`src/uncore_config.svh`:
```
// ----------------------------------------------------------
// Constants for the uncore MMIO counter region.
// Included by the APB front end and the counter block.
// ----------------------------------------------------------
`ifndef UNCORE_CONFIG_SVH
`define UNCORE_CONFIG_SVH

`define UNCORE_MMIO_BASE_ADDR   32'h0000_1000 // Base of counter region
`define UNCORE_MMIO_BASE_MASK   32'hFFFF_F000 // Address bits that pick the region

// Register offsets within the region
`define UNCORE_OFS_MTIME_LO     12'h000       // Time low word
`define UNCORE_OFS_MTIME_HI     12'h004       // Time high word
`define UNCORE_OFS_MTIMECMP_LO  12'h008       // Time compare low word
`define UNCORE_OFS_MTIMECMP_HI  12'h00C       // Time compare high word
`define UNCORE_OFS_INHIBIT      12'h010       // Counter inhibit, 3 bits
`define UNCORE_OFS_CYCLE_LO     12'h014       // Read only
`define UNCORE_OFS_INSTRET_LO   12'h018       // Read only

`define UNCORE_INH_CYCLE        0             // Inhibit bit for cycle
`define UNCORE_INH_TIME         1             // Inhibit bit for time
`define UNCORE_INH_INSTRET      2             // Inhibit bit for instret

`endif

```
`src/uncore_pkg.sv`:
```
// ----------------------------------------------------------
// Shared packed struct types of the uncore.
// Bus, MMIO, interrupt and counter bundles live here.
// ----------------------------------------------------------
`default_nettype none

package uncore_pkg;

  // ---------------------------------------------------------
  // APB slave port
  typedef struct packed {
    logic [31:0] paddr;     // Byte address
    logic        psel;      // Slave selected
    logic        penable;   // High in access phase
    logic        pwrite;    // Write transfer
    logic [31:0] pwdata;    // Write data
  } apb_req_t;

  typedef struct packed {
    logic [31:0] prdata;    // Read data, valid with pready
    logic        pready;    // Access phase completes
    logic        pslverr;   // Transfer failed
  } apb_rsp_t;

  // ---------------------------------------------------------
  // Decode to counter block
  typedef struct packed {
    logic        en;        // Access cycle inside region
    logic        wen;       // Write access
    logic [11:0] offset;    // Offset within region
    logic [31:0] wdata;     // Write data
  } mmio_req_t;

  typedef struct packed {
    logic [31:0] rdata;     // Zero on unmapped offset
    logic        error;     // Unmapped or read only write
  } mmio_rsp_t;

  // ---------------------------------------------------------
  // Interrupts
  typedef struct packed {
    logic        nmi;       // Non-maskable line
    logic        external;  // External line
    logic [3:0]  ext_cause; // External cause code
    logic        software;  // Software line
  } irq_lines_t;

  typedef struct packed {
    logic mie;              // Global enable
    logic meie;             // External enable
    logic mtie;             // Timer enable
    logic msie;             // Software enable
  } irq_enable_t;

  typedef struct packed {
    logic meip;             // External pending
    logic mtip;             // Timer pending
    logic msip;             // Software pending
  } mip_t;

  typedef struct packed {
    logic       req;        // Trap wanted
    logic [5:0] cause;      // Held while req is high
  } trap_req_t;

  // Counter values seen by the pipeline
  typedef struct packed {
    logic [63:0] mtime;     // Real time counter
    logic [63:0] cycle;     // Clock cycles
    logic [63:0] instret;   // Retired instructions
  } counters_t;

endpackage

`default_nettype wire

```
`src/mmio_decode.sv`:
```
// ----------------------------------------------------------
// APB slave front end for the counter region.
// Checks the region and hands an MMIO request to the counters.
// Zero wait states, every transfer takes two cycles.
// ----------------------------------------------------------
`timescale 1ns/1ps
`default_nettype none

`include "uncore_config.svh"

module mmio_decode (
  input  wire                   g_clk,    // Global clock
  input  wire                   rst,      // Active high sync reset
  input  wire uncore_pkg::apb_req_t  apb_req,  // From APB master
  output uncore_pkg::apb_rsp_t  apb_rsp,  // To APB master
  output uncore_pkg::mmio_req_t mmio_req, // To counter block
  input  wire uncore_pkg::mmio_rsp_t mmio_rsp  // From counter block
);

  logic setup;      // Setup phase seen this cycle
  logic setup_q;    // Previous cycle was setup
  logic access;     // Access phase after a setup
  logic hit;        // Address inside region

  // ---------------------------------------------------------
  // Phase tracking

  assign setup  = apb_req.psel & ~apb_req.penable;
  assign access = apb_req.psel & apb_req.penable & setup_q; // Only one access per setup

  always_ff @(posedge g_clk) begin
    if (rst) begin
      setup_q <= 1'b0;
    end else begin
      setup_q <= setup;               // Arms the next cycle
    end
  end

  // Region compare on the upper address bits
  assign hit = (apb_req.paddr & `UNCORE_MMIO_BASE_MASK) == `UNCORE_MMIO_BASE_ADDR;

  // ---------------------------------------------------------
  // Request to counters

  always_comb begin
    mmio_req.en     = access & hit;         // Writes land on edge ending access
    mmio_req.wen    = apb_req.pwrite;
    mmio_req.offset = apb_req.paddr[11:0];  // Byte offset in region
    mmio_req.wdata  = apb_req.pwdata;
  end

  // ---------------------------------------------------------
  // APB response

  always_comb begin
    apb_rsp.pready  = access;               // No wait states
    apb_rsp.pslverr = access & (~hit | mmio_rsp.error);
    if (access && hit && !mmio_rsp.error && !apb_req.pwrite) begin
      apb_rsp.prdata = mmio_rsp.rdata;
    end else begin
      apb_rsp.prdata = 32'h0;               // Failed or idle reads give zero
    end
  end

endmodule

`default_nettype wire

```
`src/core_counters.sv`:
```
// ----------------------------------------------------------
// Time, cycle and instret counters with time compare.
// Registers are reached through the MMIO request from decode.
// Raises timer pending while time >= time compare.
// ----------------------------------------------------------
`timescale 1ns/1ps
`default_nettype none

`include "uncore_config.svh"

module core_counters (
  input  wire                   g_clk,      // Global clock
  input  wire                   rst,        // Active high sync reset
  input  wire uncore_pkg::mmio_req_t mmio_req,   // From decode
  output uncore_pkg::mmio_rsp_t mmio_rsp,   // Back to decode
  input  wire                   instr_ret,  // One pulse per retired instr
  output logic                  ti_pending, // Timer interrupt condition
  output uncore_pkg::counters_t ctrs        // Values for the pipeline
);

  logic [63:0] time_q;      // Real time counter
  logic [63:0] cycle_q;     // Cycle counter
  logic [63:0] instret_q;   // Retired instruction counter
  logic [63:0] cmp_q;       // Time compare
  logic [2:0]  inhibit_q;   // Per counter stop bits

  logic        mapped;      // Offset hits a register
  logic        rd_only;     // Offset cannot be written
  logic        wr_ok;       // Write passes all checks
  logic        wr_time_lo;  // Time low write
  logic        wr_time_hi;  // Time high write
  logic        wr_cmp_lo;   // Compare low write
  logic        wr_cmp_hi;   // Compare high write
  logic        wr_inh;      // Inhibit write

  // ---------------------------------------------------------
  // Read mux and access checks

  always_comb begin
    mapped         = 1'b1;
    rd_only        = 1'b0;
    mmio_rsp.rdata = 32'h0;
    case (mmio_req.offset)
      `UNCORE_OFS_MTIME_LO:    mmio_rsp.rdata = time_q[31:0];
      `UNCORE_OFS_MTIME_HI:    mmio_rsp.rdata = time_q[63:32];
      `UNCORE_OFS_MTIMECMP_LO: mmio_rsp.rdata = cmp_q[31:0];
      `UNCORE_OFS_MTIMECMP_HI: mmio_rsp.rdata = cmp_q[63:32];
      `UNCORE_OFS_INHIBIT:     mmio_rsp.rdata = {29'h0, inhibit_q};
      `UNCORE_OFS_CYCLE_LO: begin
        mmio_rsp.rdata = cycle_q[31:0];
        rd_only        = 1'b1;
      end
      `UNCORE_OFS_INSTRET_LO: begin
        mmio_rsp.rdata = instret_q[31:0];
        rd_only        = 1'b1;
      end
      default: begin
        mapped = 1'b0;                    // Reads back as zero
      end
    endcase
    mmio_rsp.error = mmio_req.en & (~mapped | (mmio_req.wen & rd_only));
  end

  assign wr_ok      = mmio_req.en & mmio_req.wen & ~mmio_rsp.error;
  assign wr_time_lo = wr_ok & (mmio_req.offset == `UNCORE_OFS_MTIME_LO);
  assign wr_time_hi = wr_ok & (mmio_req.offset == `UNCORE_OFS_MTIME_HI);
  assign wr_cmp_lo  = wr_ok & (mmio_req.offset == `UNCORE_OFS_MTIMECMP_LO);
  assign wr_cmp_hi  = wr_ok & (mmio_req.offset == `UNCORE_OFS_MTIMECMP_HI);
  assign wr_inh     = wr_ok & (mmio_req.offset == `UNCORE_OFS_INHIBIT);

  // ---------------------------------------------------------
  // Counters

  always_ff @(posedge g_clk) begin
    if (rst) begin
      time_q <= 64'h0;
    end else if (wr_time_lo) begin
      time_q <= {time_q[63:32], mmio_req.wdata};  // Write replaces the increment
    end else if (wr_time_hi) begin
      time_q <= {mmio_req.wdata, time_q[31:0]};
    end else if (!inhibit_q[`UNCORE_INH_TIME]) begin
      time_q <= time_q + 64'd1;
    end
  end

  always_ff @(posedge g_clk) begin
    if (rst) begin
      cycle_q   <= 64'h0;
      instret_q <= 64'h0;
    end else begin
      if (!inhibit_q[`UNCORE_INH_CYCLE]) begin
        cycle_q <= cycle_q + 64'd1;
      end
      if (instr_ret && !inhibit_q[`UNCORE_INH_INSTRET]) begin
        instret_q <= instret_q + 64'd1;   // Counts retire pulses only
      end
    end
  end

  // Compare and inhibit registers
  always_ff @(posedge g_clk) begin
    if (rst) begin
      cmp_q     <= '1;                    // No timer interrupt out of reset
      inhibit_q <= 3'b000;
    end else begin
      if (wr_cmp_lo) begin
        cmp_q[31:0] <= mmio_req.wdata;
      end
      if (wr_cmp_hi) begin
        cmp_q[63:32] <= mmio_req.wdata;
      end
      if (wr_inh) begin
        inhibit_q <= mmio_req.wdata[2:0]; // Upper bits dropped
      end
    end
  end

  // ---------------------------------------------------------
  // Outputs

  assign ti_pending = time_q >= cmp_q;

  always_comb begin
    ctrs.mtime   = time_q;
    ctrs.cycle   = cycle_q;
    ctrs.instret = instret_q;
  end

endmodule

`default_nettype wire

```
`src/interrupt_unit.sv`:
```
// ----------------------------------------------------------
// Interrupt pending latch, enable masking and trap request.
// One source is picked by fixed priority and held until the
// pipeline acknowledges it.
// ----------------------------------------------------------
`timescale 1ns/1ps
`default_nettype none

module interrupt_unit (
  input  wire                     g_clk,      // Global clock
  input  wire                     rst,        // Active high sync reset
  input  wire uncore_pkg::irq_lines_t  irq_lines,  // Raw interrupt lines
  input  wire uncore_pkg::irq_enable_t irq_en,     // Enables from pipeline
  input  wire                     ti_pending, // From counter block
  output uncore_pkg::mip_t        mip,        // Pending bits
  output uncore_pkg::trap_req_t   trap,       // Request to pipeline
  input  wire                     trap_ack    // Pipeline took the trap
);

  logic       nmi_q;        // Latched NMI line
  logic [3:0] ext_cause_q;  // Cause sampled with external line
  logic       ext_en;       // External pending and enabled
  logic       sw_en;        // Software pending and enabled
  logic       tm_en;        // Timer pending and enabled
  logic       any_en;       // Something wants a trap
  logic [5:0] cause_sel;    // Winner of priority pick
  logic       req_q;        // Outstanding request
  logic [5:0] cause_q;      // Cause of outstanding request

  // ---------------------------------------------------------
  // Pending bits, one cycle behind the lines

  always_ff @(posedge g_clk) begin
    if (rst) begin
      mip   <= '0;
      nmi_q <= 1'b0;
    end else begin
      mip.meip <= irq_lines.external;
      mip.mtip <= ti_pending;
      mip.msip <= irq_lines.software;
      nmi_q    <= irq_lines.nmi;
    end
  end

  always_ff @(posedge g_clk) begin
    ext_cause_q <= irq_lines.ext_cause; // Only read while meip set
  end

  // Masking
  assign ext_en = irq_en.mie & irq_en.meie & mip.meip;
  assign sw_en  = irq_en.mie & irq_en.msie & mip.msip;
  assign tm_en  = irq_en.mie & irq_en.mtie & mip.mtip;
  assign any_en = nmi_q | ext_en | sw_en | tm_en;   // NMI ignores enables

  // Fixed priority NMI, external, software, timer
  always_comb begin
    if (nmi_q) begin
      cause_sel = 6'd0;
    end else if (ext_en) begin
      cause_sel = 6'd16 + {2'b00, ext_cause_q};
    end else if (sw_en) begin
      cause_sel = 6'd3;
    end else begin
      cause_sel = 6'd7;                 // Timer
    end
  end

  // ---------------------------------------------------------
  // Request and acknowledge

  always_ff @(posedge g_clk) begin
    if (rst) begin
      req_q <= 1'b0;
    end else if (req_q) begin
      req_q <= ~trap_ack;               // Drops the cycle after ack
    end else begin
      req_q <= any_en;
    end
  end

  always_ff @(posedge g_clk) begin
    if (!req_q) begin
      cause_q <= cause_sel;             // Frozen while request is up
    end
  end

  always_comb begin
    trap.req   = req_q;
    trap.cause = cause_q;
  end

endmodule

`default_nettype wire

```
`src/uncore_top.sv`:
```
// ----------------------------------------------------------
// Uncore top level beside the CPU pipeline.
// Wires the APB front end, counter block and interrupt unit.
// ----------------------------------------------------------
`timescale 1ns/1ps
`default_nettype none

module uncore_top (
  input  wire                     g_clk,      // Global clock
  input  wire                     rst,        // Active high sync reset
  input  wire uncore_pkg::apb_req_t    apb_req,    // APB request
  output uncore_pkg::apb_rsp_t    apb_rsp,    // APB response
  input  wire                     instr_ret,  // Instruction retired
  input  wire uncore_pkg::irq_lines_t  irq_lines,  // Interrupt lines
  input  wire uncore_pkg::irq_enable_t irq_en,     // Interrupt enables
  output uncore_pkg::mip_t        mip,        // Pending bits
  output uncore_pkg::trap_req_t   trap,       // Trap request
  input  wire                     trap_ack,   // Trap taken
  output logic                    int_mtime,  // Timer interrupt pending
  output uncore_pkg::counters_t   ctrs        // Counter values
);

  import uncore_pkg::*;

  mmio_req_t mmio_req;    // Decode to counters
  mmio_rsp_t mmio_rsp;    // Counters to decode
  logic      ti_pending;  // Counters to interrupt unit

  assign int_mtime = mip.mtip;

  // APB front end
  mmio_decode i_decode (
    .g_clk    (g_clk    ),
    .rst      (rst      ),
    .apb_req  (apb_req  ),
    .apb_rsp  (apb_rsp  ),
    .mmio_req (mmio_req ), // Region access request
    .mmio_rsp (mmio_rsp )  // Read data and error
  );

  // Counters and time compare
  core_counters i_counters (
    .g_clk      (g_clk      ),
    .rst        (rst        ),
    .mmio_req   (mmio_req   ),
    .mmio_rsp   (mmio_rsp   ),
    .instr_ret  (instr_ret  ), // Retire pulses from pipeline
    .ti_pending (ti_pending ), // Time reached compare
    .ctrs       (ctrs       )
  );

  // Interrupt pending and trap request
  interrupt_unit i_interrupts (
    .g_clk      (g_clk      ),
    .rst        (rst        ),
    .irq_lines  (irq_lines  ),
    .irq_en     (irq_en     ),
    .ti_pending (ti_pending ),
    .mip        (mip        ),
    .trap       (trap       ),
    .trap_ack   (trap_ack   )  // Ack from writeback
  );

endmodule

`default_nettype wire

```
`config.mk`:
```
export PLATFORM = sky130hd
export DESIGN_NAME = uncore_top
export DESIGN_NICKNAME = d
export VERILOG_FILES = /design/src/uncore_pkg.sv /design/src/mmio_decode.sv /design/src/core_counters.sv /design/src/interrupt_unit.sv /design/src/uncore_top.sv
export VERILOG_INCLUDE_DIRS = /design/src
export SDC_FILE = /design/constraint.sdc
export NUM_CORES = 1
export LEC_CHECK = 0
export ABC_AREA = 1
export BUFFER_PORTS_ARGS = -buffer_cell sky130_fd_sc_hd__clkbuf_2
export CORE_MARGIN = 3
export CORE_UTILIZATION = 40
export CTS_BUF_LIST = sky130_fd_sc_hd__clkbuf_4 sky130_fd_sc_hd__clkbuf_8
export CTS_CLUSTER_SIZE = 24
export DETAILED_ROUTE_END_ITERATION = 16
export PLACE_DENSITY = 0.57
export SYNTH_ARGS = -nofsm -noshare
export SYNTH_HDL_FRONTEND = slang
export SYNTH_SLANG_ARGS = --single-unit
```
`constraint.sdc`:
```
create_clock -name g_clk -period 6.8 [get_ports g_clk]
set_input_delay 1.36 -clock g_clk [delete_from_list [all_inputs] [get_ports g_clk]]
set_output_delay 1.36 -clock g_clk [all_outputs]
set_load 0.05 [all_outputs]
```
# --- Yosys cells after proc, flatten, opt, wreduce, memory -nomap -nowiden ---
# Index checks and enable logic that the tools add are counted.
# Widths: inputs -> output; s select.
totals:
  romBits: 0
  ff_bits: 275
  output_inout_bits: 237
  latchBits: 0
  mem_count: 0
  mem_bits_rw: 0
  wordCells: 83
  in_bits: 82
classes:
  addsub: 4
  n_div: 0
  order_cmp: 1
  mux: 10
  n_shift: 0
  eq_ne: 10
  n_mul: 0
  bitwise_logic: 31
  reduce_logical: 12
ops:
  columns: ["operator", "count"]
  rows:
  - ["$pmux 32 s7", 1]
  - ["$add 64x1->64 const B", 3]
  - ["$mux 64", 2]
  - ["$ge 64x64->1", 1]
  - ["$mux 32", 2]
  - ["$eq 12x5->1 const B", 3]
  - ["$eq 12x4->1 const B", 2]
  - ["$and 1x1->1", 20]
  - ["$eq 20x1->1 const B", 1]
  - ["$eq 12x3->1 const B", 1]
  - ["$logic_not 12->1", 1]
  - ["$reduce_or 7->1", 1]
  - ["$add 5x4->6 const A", 1]
  - ["$mux 6", 1]
  - ["$not 1->1", 6]
  - ["$or 1x1->1", 5]
  - ["$logic_and 1x1->1", 4]
  - ["$ne 2x2->1 const B", 2]
  - ["$reduce_and 2->1", 2]
  - ["$logic_not 1->1", 3]
  - ["$mux 1", 3]
  - ["$mux 3", 1]
  - ["$ne 2x1->1 const B", 1]
  - ["$reduce_or 2->1", 1]

# --- Longest topological paths before layout ---
logic_depth:
  ltp_word: 11
  mapped_depth: 15

# --- Cells and area by module ---
# A second synthesis with hierarchy kept.
unflattened:
  hier_cells: 2994
  area_unflattened_um2: 19128.3
modules_own_cells:
  columns: ["mod", "seq_area_each_um2", "n_inst", "area_each_um2", "cells_per_inst"]
  rows:
  - ["core_counters", 5185.0, 1, 17780.8, 2810]
  - ["mmio_decode", 20.0, 1, 850.8, 140]
  - ["interrupt_unit", 330.3, 1, 489.2, 43]
  - ["uncore_top", 0.0, 1, 7.5, 1]

# --- Least setup slack after synthesis ---
# OpenSTA, ideal clock, no wires.
synth_path:
  path_kind: "input -> output"
  startpoint: "in apb_req[46] in the netlist's numbering"
  endpoint: "out apb_rsp[20] in the netlist's numbering"
  path_buffers: 0
  cell_stages: 11
  path_slack_ps: 1945
  required_time_ps: 5440
  arrival_ps: 3495
  path_cell_list: "nor2_1 -> nand2_2 -> inv_2 -> nand2_1 -> nor2_4 -> nor2_4 -> inv_1 -> nor2_1 -> a21oi_1 -> nand3b_1 -> nor3_1"
synth_lines:
  columns: ["element", "line_no", "source"]
  rows:
  - ["from (decl)", "uncore_top.sv:11", "input wire uncore_pkg::apb_req_t apb_req,"]
  - ["to (decl)", "uncore_top.sv:12", "output uncore_pkg::apb_rsp_t apb_rsp,"]

==> metrics.txt <==
pre-CTS WS a little over 0.9 ns; Ports 319; Die Span Y between 200 and 250 µm; Netlist cell types 48; max-slew violations 0; Post-synth ARST share 0; Final Skew around 0.021 ns; Total GRT Usage 0.335; I/O Buffers 317; Yosys Warn Count 0; Clk pin slew, worst setup/hold paths ~0.060 ns; arrival time worst endpoint between 4 and 5 ns; Final ANT Viol Nets 0; Most used DFF post-synth dfxtp_1; worst hold-check path type reg2reg; post-route cell area ~0.021 mm²; CTS buffer count 52; Mapped Nets ~2900; Nets 3243; kind of critical path in2out; element type at the critical path start input port; clock buffer depth 3; Reg power frac 0.451; Post-Synthesis Cell Area roughly 0.018 mm²; Post-Syn Area per Cell 6.37 µm²; maxcap violations 0; fin worst setup slack between 0.8 and 0.9 ns; share of post-route cells with drive strength above 1 0.151; Area Growth Syn to Fin 18.1%; RePlAce Congestion between 1 and 1.5; Setup Fix Bufs, Post-CTS 0; RSZ-0062 raised after global routing no; PwrDens 172 mW/mm²; initial drt markers 1959; fraction of the cycle the final worst path needs 0.879; worst rel slew slack 0.209; Cells after Synth between 2000 and 3000; largest net degree at the start of global routing between 100 and 150; status complete, no violations; Worst-Margin Slew 1.18 ns; number of synthesized flops with an enable pin 5; Clk network pwr share 0.506; crit-path max FO 20; CTS tree built; post-synthesis sequential area ratio 0.311; GRT overflow 0; Die Area roughly 0.047 mm²; clk sinks 274; first-pass GRT wire length 121 mm; root buffer cell clkbuf_8; Routed WL per cell about 22 µm; Placement Cell Area just under 0.02 mm²; Initial Util 0.409; Post-route DRC 0; Die W about 220 µm; total number of vias ~20000; switching power total approximately 920 µW; setup TNS 0 ns; total wire length 81.3 mm; clk_lat worst skew between 0.6 and 0.7 ns; DRT Pass-1 Iters 7; num rows 76; endpoints failing setup 0; Avg Vias per Cell 5.50; Switching Share 0.253; worst path required time 5.44 ns; endpoints failing hold 0; CTS H-tree lvls 2; CTS resizes 0; Detailed Place HPWL 63.5 mm; CP Capture Type primary output; Max Clock Freq 167 MHz; internal power 2.71 mW; vias in the first global route 19400; core area between 0.04 and 0.05 mm²; VDD IR max between 0.1 and 0.15 mV; antenna violations before repair 1; CTS Hold Bufs 0; share of power burned in combinational logic 0.043; Leak between 9 and 10 nW; fin crit period 5.98 ns; Synth Register Bits between 200 and 300
==> placed cells by master (no fill, tap or decap), types with 8 or more instances in the layout <==
cell,netlist,layout
o22ai_1,81,81
buf_4,10,14
nor4_1,12,12
nor2_2,15,15
ha_1,67,67
nor3_1,141,141
nand2_1,604,604
a21oi_1,129,129
nor2_1,453,453
nand3b_1,8,8
dfxtp_1,269,269
o21ai_1,22,22
clkbuf_4,0,11
clkbuf_2,1,314
nand4_1,68,68
xor2_1,83,83
o21a_1,9,9
o21ai_0,133,133
inv_2,13,13
nand3_1,100,100
o211ai_1,67,67
xnor2_1,14,14
clkbuf_8,0,66
inv_1,357,357
==> logic make-up (layout without fill, tap and decap cells) <==
| group | after synthesis | count (layout) | share of synthesized area |
|---|---|---|---|
| compound gates | 460 | 460 | 0.149 |
| xor+xnor | 97 | 97 | 0.0477 |
| fa+ha+maj | 67 | 67 | 0.0471 |
| buf+inv | 461 | 794 | 0.100 |
| flops | 274 | 274 | 0.311 |
| other cells | 1 | 2 | 0.000211 |
| simple gates | 1436 | 1436 | 0.345 |
==> path summary, 6_finish.rpt <==
path,slack (ns),endpoint,cells after the start,start
max,0.82,apb_rsp[20],13,apb_req[40]
min,0.47,i_counters.instret_q[63],2,i_counters.instret_q[63]
max reg2reg,3.76,i_counters.time_q[56],11,i_counters.time_q[1]
min reg2reg,0.47,i_counters.instret_q[63],2,i_counters.instret_q[63]
==> synthesized netlist by cell type, types with 4 or more instances <==
library cell  instances  area share
nand3_1             100       0.028
o22ai_1              81       0.028
buf_1                11      0.0023
nor2_4                6      0.0038
nor4_1               12      0.0042
nor3_2                4      0.0022
nand4_1              68       0.024
nand3b_1              8      0.0034
o21ai_0             133       0.037
nand2_1             604        0.13
xor2_1               83       0.041
clkinv_1              4     0.00084
nand2_2               6      0.0021
inv_2                13      0.0027
o211ai_1             67       0.028
nor3_1              141       0.040
buf_2                16      0.0045
o21ai_1              22      0.0062
edfxtp_1              5      0.0084
o21a_1                9      0.0038
nor2_1              453       0.095
xnor2_1              14      0.0069
a31oi_1               7      0.0025
nor3b_1               5      0.0021
and2_1                4      0.0014
a21oi_1             129       0.036
ha_1                 67       0.047
nor2_2               15      0.0053
inv_1               357       0.075
dfxtp_1             269        0.30
buf_4                10      0.0042
clkbuf_1             49       0.010
==> area by class of cell <==
| class | count | area [µm²] |
|---|---|---|
| antenna | 1 | 2.50 |
| clock buffer | 77 | 991 |
| clock inverter | 12 | 155 |
| fill | 4841 | 22500 |
| inverter | 374 | 1410 |
| multi-input combinational | 2061 | 10500 |
| sequential | 274 | 5540 |
| tap | 585 | 732 |
| timing repair buffer | 331 | 1720 |
==> sequential cells by signal, summed over array words and instances (netlist names) <==
signal,count
i_counters.time_q,64
i_counters.inhibit_q,3
i_interrupts.req_q,1
i_counters.cmp_q,64
i_interrupts.mip,3
i_interrupts.cause_q,5
i_interrupts.nmi_q,1
i_counters.instret_q,64
i_decode.setup_q,1
i_interrupts.ext_cause_q,4
i_counters.cycle_q,64
==> power groups by stage <==
stage | logic, mW | registers, mW | clock network, mW
final | 0.157 | 1.63 | 1.83
after detailed placement | 0.155 | 1.67 | 0
after global routing | 0.170 | 1.63 | 1.93
after CTS | 0.156 | 1.63 | 1.86
after global placement | 0.153 | 1.67 | 0
after floorplan | 0.0698 | 1.69 | 0
==> per-layer routing <==
metal / wire, µm / global-route usage
met2: 37700 / 0.554
met5: 0 / 0
met4: 2810 / 0.119
met3: 6330 / 0.0545
met1: 34400 / 0.442
==> critical path, stage by stage <==
cell and delay, ns:
clkbuf_2 0.09, inv_1 0.04, nand2_1 0.04, nor2_1 0.28
nand2_1 0.21, nor2_4 0.25, nor2_4 0.09, inv_1 0.08
nor2_1 0.07, a21oi_1 0.16, nand3b_1 0.79, nor3_1 0.92
buf_12 0.22
==> metrics by stage <==
stage | utilization | total power [mW] | hold WS [ns] | instances
final | 0.483 | 3.62 | 0.467 | 3715
after global routing | 0.483 | 3.73 | 0.504 | 3714
after CTS | 0.483 | 3.65 | 0.474 | 3714
after detailed placement | 0.457 | 1.82 | 0.462 | 3625
after global placement | 0.457 | 1.82 | 0.451 | 3625
after floorplan | - | 1.76 | 0.446 | 2796
(Power assumes the default switching activity.)
